$ cat config.mk
export PLATFORM = sky130hd
export DESIGN_NAME = clic_top
export DESIGN_NICKNAME = d
export VERILOG_FILES = /design/src/hw/clic_pkg.sv /design/src/hw/clic_csr_bank.sv /design/src/hw/clic_dispatch.sv /design/src/hw/clic_epc_stack.sv /design/src/hw/clic_top.sv
export SDC_FILE = /design/constraint.sdc
export NUM_CORES = 1
export LEC_CHECK = 0
export BUFFER_PORTS_ARGS = -buffer_cell sky130_fd_sc_hd__buf_2
export CAP_MARGIN = 20
export CORE_ASPECT_RATIO = 1.1
export CORE_MARGIN = 2
export CORE_UTILIZATION = 40
export CTS_CLUSTER_DIAMETER = 100
export DETAILED_ROUTE_END_ITERATION = 12
export SLEW_MARGIN = 20
export SYNTH_ARGS = -nofsm -noshare
export SYNTH_HDL_FRONTEND = slang
export SYNTH_HIERARCHICAL = 1
export SYNTH_SLANG_ARGS = --single-unit
$ cat constraint.sdc
create_clock -name clk -period 17.4 [get_ports clk]
set_input_delay 2.61 -clock clk [delete_from_list [all_inputs] [get_ports clk]]
set_output_delay 2.61 -clock clk [all_outputs]
set_load 0.01 [all_outputs]
$ cat src/hw/clic_pkg.sv
// clic shared types
package clic_pkg;

  // csr access
  typedef logic [11:0] csr_addr_t;
  typedef logic [31:0] csr_word_t;
  typedef logic [4:0] zimm_t;

  // low two bits of the riscv funct3, the top bit marks the immediate form
  typedef enum logic [1:0] {
    csr_write = 2'b01,
    csr_set   = 2'b10,
    csr_clear = 2'b11
  } csr_op_t;

  // instruction memory byte address
  parameter int imem_addr_width = 16;
  typedef logic [imem_addr_width-1:0] imem_addr_t;

  // handler word address held in a vector csr
  typedef logic [imem_addr_width-3:0] vec_word_t;

  // priority and nesting
  typedef logic [2:0] prio_t;
  typedef logic [3:0] level_t;
  localparam int stack_depth = 2 ** $bits(prio_t);

  // entry csr decoded as fields
  typedef struct packed {
    prio_t prio;
    logic  enabled;
    logic  pended;
  } entry_fields_t;

  // same word, raw for csr ops and decoded for dispatch
  typedef union packed {
    logic [4:0]    bits;
    entry_fields_t fields;
  } entry_t;

  typedef enum logic {
    pc_normal,
    pc_interrupt
  } pc_sel_t;

  // csr map
  localparam csr_addr_t int_thresh_addr = 12'h347;
  localparam csr_addr_t vec_csr_base    = 12'hb00;
  localparam csr_addr_t entry_csr_base  = 12'hb20;

endpackage

$ cat src/hw/clic_csr_bank.sv
// clic csr bank
`timescale 1ns/1ns

module clic_csr_bank #(
  parameter int vec_size = 8,
  localparam int idx_width = (vec_size > 1) ? $clog2(vec_size) : 1
) (
  input  logic                                   clk,
  input  logic                                   rst_n,
  input  logic                                   csr_enable,
  input  clic_pkg::csr_addr_t                    csr_addr,
  input  clic_pkg::csr_op_t                      csr_op,
  input  clic_pkg::zimm_t                        rs1_zimm,
  input  clic_pkg::csr_word_t                    rs1_data,
  input  logic [vec_size-1:0]                    irq,
  input  logic                                   thresh_we,
  input  clic_pkg::prio_t                        thresh_next,
  input  logic                                   take,
  input  logic [idx_width-1:0]                   take_idx,
  output clic_pkg::csr_word_t                    csr_out,
  output clic_pkg::prio_t                        thresh,
  output clic_pkg::vec_word_t [vec_size-1:0]     vec_table,
  output clic_pkg::entry_t [vec_size-1:0]        entry_table
);
  import clic_pkg::*;

  csr_word_t operand;
  prio_t     thresh_d;
  vec_word_t [vec_size-1:0] vec_d;
  entry_t [vec_size-1:0]    entry_d;

  // read-modify-write on the full word, caller keeps its own width
  function automatic csr_word_t apply_op(csr_word_t cur, csr_word_t opnd, csr_op_t op);
    case (op)
      csr_write: apply_op = opnd;
      csr_set:   apply_op = cur | opnd;
      csr_clear: apply_op = cur & ~opnd;
      default:   apply_op = cur;
    endcase
  endfunction

  // immediate form zero-extends the 5-bit field
  assign operand = csr_op[1] ? csr_word_t'(rs1_zimm) : rs1_data;

  // threshold, dispatch write ahead of csr access
  always_comb begin
    thresh_d = thresh;
    if (thresh_we) begin
      thresh_d = thresh_next;
    end else if (csr_enable && csr_addr == int_thresh_addr) begin
      thresh_d = prio_t'(apply_op(csr_word_t'(thresh), operand, csr_op));
    end
  end

  // vector and entry tables
  always_comb begin
    vec_d   = vec_table;
    entry_d = entry_table;
    for (int k = 0; k < vec_size; k++) begin
      if (csr_enable && csr_addr == csr_addr_t'(vec_csr_base + k)) begin
        vec_d[k] = vec_word_t'(apply_op(csr_word_t'(vec_table[k]), operand, csr_op));
      end
      if (csr_enable && csr_addr == csr_addr_t'(entry_csr_base + k)) begin
        entry_d[k].bits = 5'(apply_op(csr_word_t'(entry_table[k].bits), operand, csr_op));
      end
      // taken vector drops pending, a live irq line sets it again
      if (take && take_idx == idx_width'(k)) begin
        entry_d[k].fields.pended = 1'b0;
      end
      if (irq[k]) begin
        entry_d[k].fields.pended = 1'b1;
      end
    end
  end

  always_ff @(posedge clk or negedge rst_n) begin
    if (!rst_n) begin
      thresh      <= '0;
      vec_table   <= '0;
      entry_table <= '0;
    end else begin
      thresh      <= thresh_d;
      vec_table   <= vec_d;
      entry_table <= entry_d;
    end
  end

  // read mux, unmapped reads as zero
  always_comb begin
    csr_out = '0;
    if (csr_addr == int_thresh_addr) begin
      csr_out = csr_word_t'(thresh);
    end
    for (int k = 0; k < vec_size; k++) begin
      if (csr_addr == csr_addr_t'(vec_csr_base + k)) begin
        csr_out = csr_word_t'(vec_table[k]);
      end
      if (csr_addr == csr_addr_t'(entry_csr_base + k)) begin
        csr_out = csr_word_t'(entry_table[k].bits);
      end
    end
  end

endmodule

$ cat src/hw/clic_dispatch.sv
// clic interrupt dispatch
`timescale 1ns/1ns

module clic_dispatch #(
  parameter int vec_size = 8,
  localparam int idx_width = (vec_size > 1) ? $clog2(vec_size) : 1
) (
  input  clic_pkg::imem_addr_t               pc_in,
  input  clic_pkg::prio_t                    thresh,
  input  clic_pkg::vec_word_t [vec_size-1:0] vec_table,
  input  clic_pkg::entry_t [vec_size-1:0]    entry_table,
  input  clic_pkg::imem_addr_t               top_addr,
  input  clic_pkg::prio_t                    top_prio,
  output logic                               push,
  output logic                               pop,
  output clic_pkg::imem_addr_t               push_addr,
  output clic_pkg::prio_t                    push_prio,
  output logic                               thresh_we,
  output clic_pkg::prio_t                    thresh_next,
  output logic                               take,
  output logic [idx_width-1:0]               take_idx,
  output clic_pkg::imem_addr_t               int_addr,
  output clic_pkg::pc_sel_t                  pc_interrupt_sel,
  output logic                               interrupt_out
);
  import clic_pkg::*;

  logic                 found;
  prio_t                best_prio;
  logic [idx_width-1:0] best_idx;
  logic                 is_ret;
  imem_addr_t           handler;

  // chained search, strict compare keeps the lowest index on a tie
  always_comb begin
    found     = 1'b0;
    best_prio = thresh;
    best_idx  = '0;
    for (int k = 0; k < vec_size; k++) begin
      if (entry_table[k].fields.enabled && entry_table[k].fields.pended &&
          entry_table[k].fields.prio > best_prio) begin
        found     = 1'b1;
        best_prio = entry_table[k].fields.prio;
        best_idx  = idx_width'(k);
      end
    end
  end

  // all-ones pc marks a return from interrupt
  assign is_ret  = pc_in == '1;
  assign handler = {vec_table[best_idx], 2'b00};

  // the stack saves the interrupted pc with the old threshold
  assign push_addr = pc_in;
  assign push_prio = thresh;
  assign take_idx  = best_idx;

  always_comb begin
    push             = 1'b0;
    pop              = 1'b0;
    thresh_we        = 1'b0;
    thresh_next      = best_prio;
    take             = 1'b0;
    int_addr         = pc_in;
    pc_interrupt_sel = pc_normal;
    interrupt_out    = 1'b0;
    if (found) begin
      // tail-chain leaves stack and threshold alone
      take             = 1'b1;
      int_addr         = handler;
      pc_interrupt_sel = pc_interrupt;
      interrupt_out    = 1'b1;
      if (!is_ret) begin
        push      = 1'b1;
        thresh_we = 1'b1;
      end
    end else if (is_ret) begin
      pop              = 1'b1;
      thresh_we        = 1'b1;
      thresh_next      = top_prio;
      int_addr         = top_addr;
      pc_interrupt_sel = pc_interrupt;
    end
  end

endmodule

$ cat src/hw/clic_epc_stack.sv
// clic return address stack
`timescale 1ns/1ns

module clic_epc_stack (
  input  logic                 clk,
  input  logic                 rst_n,
  input  logic                 push,
  input  logic                 pop,
  input  clic_pkg::imem_addr_t push_addr,
  input  clic_pkg::prio_t      push_prio,
  output clic_pkg::imem_addr_t top_addr,
  output clic_pkg::prio_t      top_prio,
  output clic_pkg::level_t     depth
);
  import clic_pkg::*;

  localparam int ptr_width = $clog2(stack_depth);

  imem_addr_t addr_mem [stack_depth];
  prio_t      prio_mem [stack_depth];

  logic full;
  logic empty;
  logic [ptr_width-1:0] wr_ptr;
  logic [ptr_width-1:0] top_ptr;

  assign full    = depth == level_t'(stack_depth);
  assign empty   = depth == '0;
  assign wr_ptr  = depth[ptr_width-1:0];
  assign top_ptr = ptr_width'(depth - level_t'(1));

  // depth saturates at both ends
  always_ff @(posedge clk or negedge rst_n) begin
    if (!rst_n) begin
      depth <= '0;
    end else if (push && !full) begin
      depth <= depth + level_t'(1);
    end else if (pop && !empty) begin
      depth <= depth - level_t'(1);
    end
  end

  always_ff @(posedge clk) begin
    if (push && !full) begin
      addr_mem[wr_ptr] <= push_addr;
      prio_mem[wr_ptr] <= push_prio;
    end
  end

  // empty stack reads back zeros
  assign top_addr = empty ? '0 : addr_mem[top_ptr];
  assign top_prio = empty ? '0 : prio_mem[top_ptr];

endmodule

$ cat src/hw/clic_top.sv
// clic top level
`timescale 1ns/1ns

module clic_top #(
  parameter int vec_size = 8,
  localparam int idx_width = (vec_size > 1) ? $clog2(vec_size) : 1
) (
  input  logic                 clk,
  input  logic                 rst_n,
  input  logic                 csr_enable,
  input  clic_pkg::csr_addr_t  csr_addr,
  input  clic_pkg::csr_op_t    csr_op,
  input  clic_pkg::zimm_t      rs1_zimm,
  input  clic_pkg::csr_word_t  rs1_data,
  input  logic [vec_size-1:0]  irq,
  input  clic_pkg::imem_addr_t pc_in,
  output clic_pkg::csr_word_t  csr_out,
  output clic_pkg::imem_addr_t int_addr,
  output clic_pkg::pc_sel_t    pc_interrupt_sel,
  output clic_pkg::level_t     level_out,
  output logic                 interrupt_out
);
  import clic_pkg::*;

  // bank to dispatch
  prio_t                    thresh;
  vec_word_t [vec_size-1:0] vec_table;
  entry_t [vec_size-1:0]    entry_table;

  // dispatch to bank
  logic                 thresh_we;
  prio_t                thresh_next;
  logic                 take;
  logic [idx_width-1:0] take_idx;

  // dispatch and stack
  logic       push;
  logic       pop;
  imem_addr_t push_addr;
  prio_t      push_prio;
  imem_addr_t top_addr;
  prio_t      top_prio;

  clic_csr_bank #(
    .vec_size(vec_size)
  ) u_csr_bank (
    .clk, .rst_n, .csr_enable, .csr_addr, .csr_op, .rs1_zimm, .rs1_data, .irq,
    .thresh_we, .thresh_next, .take, .take_idx,
    .csr_out, .thresh, .vec_table, .entry_table
  );

  clic_epc_stack u_epc_stack (
    .clk, .rst_n, .push, .pop, .push_addr, .push_prio,
    .top_addr, .top_prio,
    .depth(level_out)
  );

  clic_dispatch #(
    .vec_size(vec_size)
  ) u_dispatch (
    .pc_in, .thresh, .vec_table, .entry_table, .top_addr, .top_prio,
    .push, .pop, .push_addr, .push_prio, .thresh_we, .thresh_next, .take, .take_idx,
    .int_addr, .pc_interrupt_sel, .interrupt_out
  );

endmodule
==> results.tsv <==
stage	metric	value	unit
worst_hold_path	whs_path_depth	2	
critical_path	r2r_end	u_epc_stack/addr_mem[4][2]	
floorplan	initial_core_util	40.62	%
synthesis	synth-edff-count	152	
global_routing	antenna_found_initial	3	
run	max-cap-violations	0	
critical_path	r2r_cells	60	
clocking	htree_levels	2	
worst_hold_path	min_to	u_csr_bank/vec_table[74]	
outcome	outcome	finished, final reports clean	
floorplan	chipHeight	221.4	µm
route	avgViaCountPerCell	6.206	
clocking	cts_resized	0	
critical_path	crit_type	flop to output pin	
route	vias	13990	
synthesis	synth_top_cell_by_area	edfxtp_1	
timing	setup_slack	977.1	ps
timing	period_share	94.38	%
synthesis	ys_seq_elements	311	
synthesis	netlist.area_leader.share	26.56	%
clocking	numCtsBuffers	36	
floorplan	pin_count	132	
layout	drive_gt1_share	16.73	%
floorplan	rows	79	
synthesis	yosys_warnings	6	
power_and_ir_drop	power_density	87.11	nW/µm²
worst_hold_path	hp-class	flop to flop	
clocking	numClockSinks	311	
critical_path	worstPathArrival	13810	ps
route	drc_errors	0	
timing	slew_viol_final	0	
route	wl_per_cell	24.81	µm
timing	min_period	16420	ps
critical_path	crit_top_cell	ha_1	
synthesis	synth_flop_cell	dfrtp_1	
floorplan	die_width	201.6	µm
floorplan	die-area	44630	µm²
placed_design	hpwl	37330	µm
layout	stdcell_count	2254	
route	antenna_left	0	
critical_path	regToRegStartpoint	u_csr_bank/thresh[1]	
layout	layout_common_cells	218 x a21oi_1, 189 x o21ai_0, 157 x dfrtp_1	
synthesis	synth.avg_cell_area	10.65	µm²
critical_path	max_stage_delay	560	ps
synthesis	netlist_top_cells_area	edfxtp_1 27%, dfrtp_1 23%, a21oi_1 6.3%	
timing	fmax	0.06089	GHz
timing	setup_viol	0	
critical_path	cp_slowest_cell	dfrtp_2	
synthesis	synthCells	1614	
critical_path	crit_required	14790	ps
global_routing	grt_overflow_total	0	
clocking	holdBufCountCts	0	
critical_path	critPathMaxFanout	17	
global_routing	grt_first_pass_wirelength	83840	µm
timing	tightest_slew	1161	ps
clocking	postCtsSetupRepairBufs	0	
layout	final_common_cell	a21oi_1	
placed_design	place_inst	2191	
synthesis	ys_async_sr_fraction	51.13	%
global_routing	grt_start_max_net_pins	92	
floorplan	core-area	42310	µm²
timing	grt_setup_unrepaired	false	
timing	finalClockSkew	11.93	ps
layout	fin_util	45.11	%
clocking	clkSlewWorstSetupHoldPaths	60	ps
timing	max_slew_margin	22.61	%
global_routing	grt_pass1_vias	13330	
timing	hold_viol	0	
layout	areaGrowthSynthToFinish	11.07	%
critical_path	reg2reg_setup_slack	3360	ps
synthesis	synth.distinct_cells	100	
placed_design	place_congestion	0.9333	
clocking	insertion_delay	530	ps
timing	finalSetupTns	0	ps
clocking	cts-root-buf	clkbuf_16	
synthesis	synth_seq_area_share	49.72	%
global_routing	grt_usage	24.57	%
critical_path	endpoint_kind	output pin	
power_and_ir_drop	p_leak	7.832	nW
route	totalWireLength	55930	µm
route	dr.pass1.iters	9	
layout	nets	1763	
synthesis	synthesis.area	17180	µm²
route	drt_iter0_markers	1597	
clocking	cts_buffer_depth	3	
worst_hold_path	holdCritStartpoint	u_csr_bank/vec_table[74]	
placed_design	port_buffers	95	
placed_design	pre_cts_ws	1435	ps
power_and_ir_drop	ir_drop	88.00	µV
critical_path	cp-start-kind	flop	
clocking	cts_tree	yes	
synthesized netlist by cell type (10+ instances only):
| library cell | n |
|---|---|
| mux4_1 | 12 |
| nand2_1 | 87 |
| buf_4 | 40 |
| xnor2_1 | 11 |
| a21oi_1 | 218 |
| buf_6 | 10 |
| o21a_1 | 11 |
| nand2b_1 | 14 |
| edfxtp_1 | 152 |
| clkbuf_1 | 49 |
| mux2i_1 | 60 |
| nor2_1 | 59 |
| mux2_2 | 14 |
| o21bai_1 | 12 |
| nand4_1 | 10 |
| nor2b_1 | 22 |
| nor2_2 | 11 |
| inv_1 | 74 |
| and3_1 | 12 |
| a21o_1 | 10 |
| a22oi_1 | 11 |
| nand3_1 | 29 |
| nor3_1 | 14 |
| or3_1 | 17 |
| ha_1 | 22 |
| buf_2 | 20 |
| mux4_2 | 30 |
| dfrtp_1 | 159 |
| a221oi_1 | 11 |
| o21ai_0 | 189 |
| o22ai_1 | 62 |
kinds of logic (layout without fill, tap and decap cells):
| family | count (synthesis) | after routing | share of synthesized area [%] |
|---|---|---|---|
| other | 1 | 19 | 0.02182 |
| XOR/XNOR | 12 | 12 | 0.6554 |
| AO/OA/AOI/OAI | 605 | 605 | 20.87 |
| flip-flops | 311 | 311 | 49.72 |
| multiplexers | 119 | 119 | 10.42 |
| buffers and inverters | 205 | 259 | 5.935 |
| AND/OR/NAND/NOR | 338 | 339 | 10.72 |
| adder cells (fa/ha/maj) | 23 | 23 | 1.660 |
per-layer routing:
metal  vias to the layer above  GRT usage [%]  part of all wire (%)
met3                       146          4.963                   9.2
li1                       6140              -                     -
met4                         4          9.369                   3.9
met2                       764          38.50                    46
met5                         -              0                 0.039
met1                      6934          33.65                    41
state kept, by name (all words and copies together) (netlist names):
name / count
u_epc_stack/addr_mem: 128
u_csr_bank/vec_table: 112
u_csr_bank/entry_table: 40
u_csr_bank/thresh: 3
u_epc_stack/depth: 4
u_epc_stack/prio_mem: 24
how the worst max path moves through the flow:
stage / start / endpoint / slack, ps / depth (start not counted)
after detailed placement: u_csr_bank/thresh[1] / int_addr[14] / 1430 / 62
after CTS: u_csr_bank/thresh[1] / int_addr[14] / 840 / 61
after global placement: u_csr_bank/thresh[1] / int_addr[14] / 1700 / 62
after global routing: u_csr_bank/thresh[1] / int_addr[14] / 130 / 61
final: u_csr_bank/thresh[1] / int_addr[13] / 980 / 61
after floorplan: u_csr_bank/thresh[1] / int_addr[14] / 3920 / 61
through the flow:
| step | instance area (µm²) | hold slack (ps) | total power [mW] |
|---|---|---|---|
| after floorplan | 17250 | 486.1 | 0.8916 |
| after global placement | 17930 | 513.7 | 0.9418 |
| after detailed placement | 17940 | 525.8 | 0.9441 |
| after CTS | 19060 | 539.1 | 1.674 |
| after global routing | 19080 | 572.5 | 1.719 |
| final | 19080 | 540.0 | 1.662 |
critical path, delay by kind of cell, from the launching register on:
kind	cells	cell delay, ps
adder cells (fa/ha/maj)	8	2340
AO/OA/AOI/OAI	21	4690
AND/OR/NAND/NOR	23	3470
buffers and inverters	5	840
multiplexers	4	1340
flip-flops	1	560
report_power, final:
group / internal (mW) / switching, mW
registers: 0.773 / 0.00369
logic: 0.0508 / 0.104
clock network: 0.433 / 0.298
layout make-up:
| class | count | area [µm²] |
|---|---|---|
| fillers | 4050 | 23220 |
| multi-input cells | 1116 | 7735 |
| well taps | 567 | 709.4 |
| inverters | 77 | 289.0 |
| clock buffers | 49 | 1001 |
| repair buffers | 121 | 676.9 |
| clock inverters | 12 | 125.1 |
| flip-flops and latches | 311 | 8546 |
| diodes | 1 | 2.502 |
(Power assumes the default switching activity.)
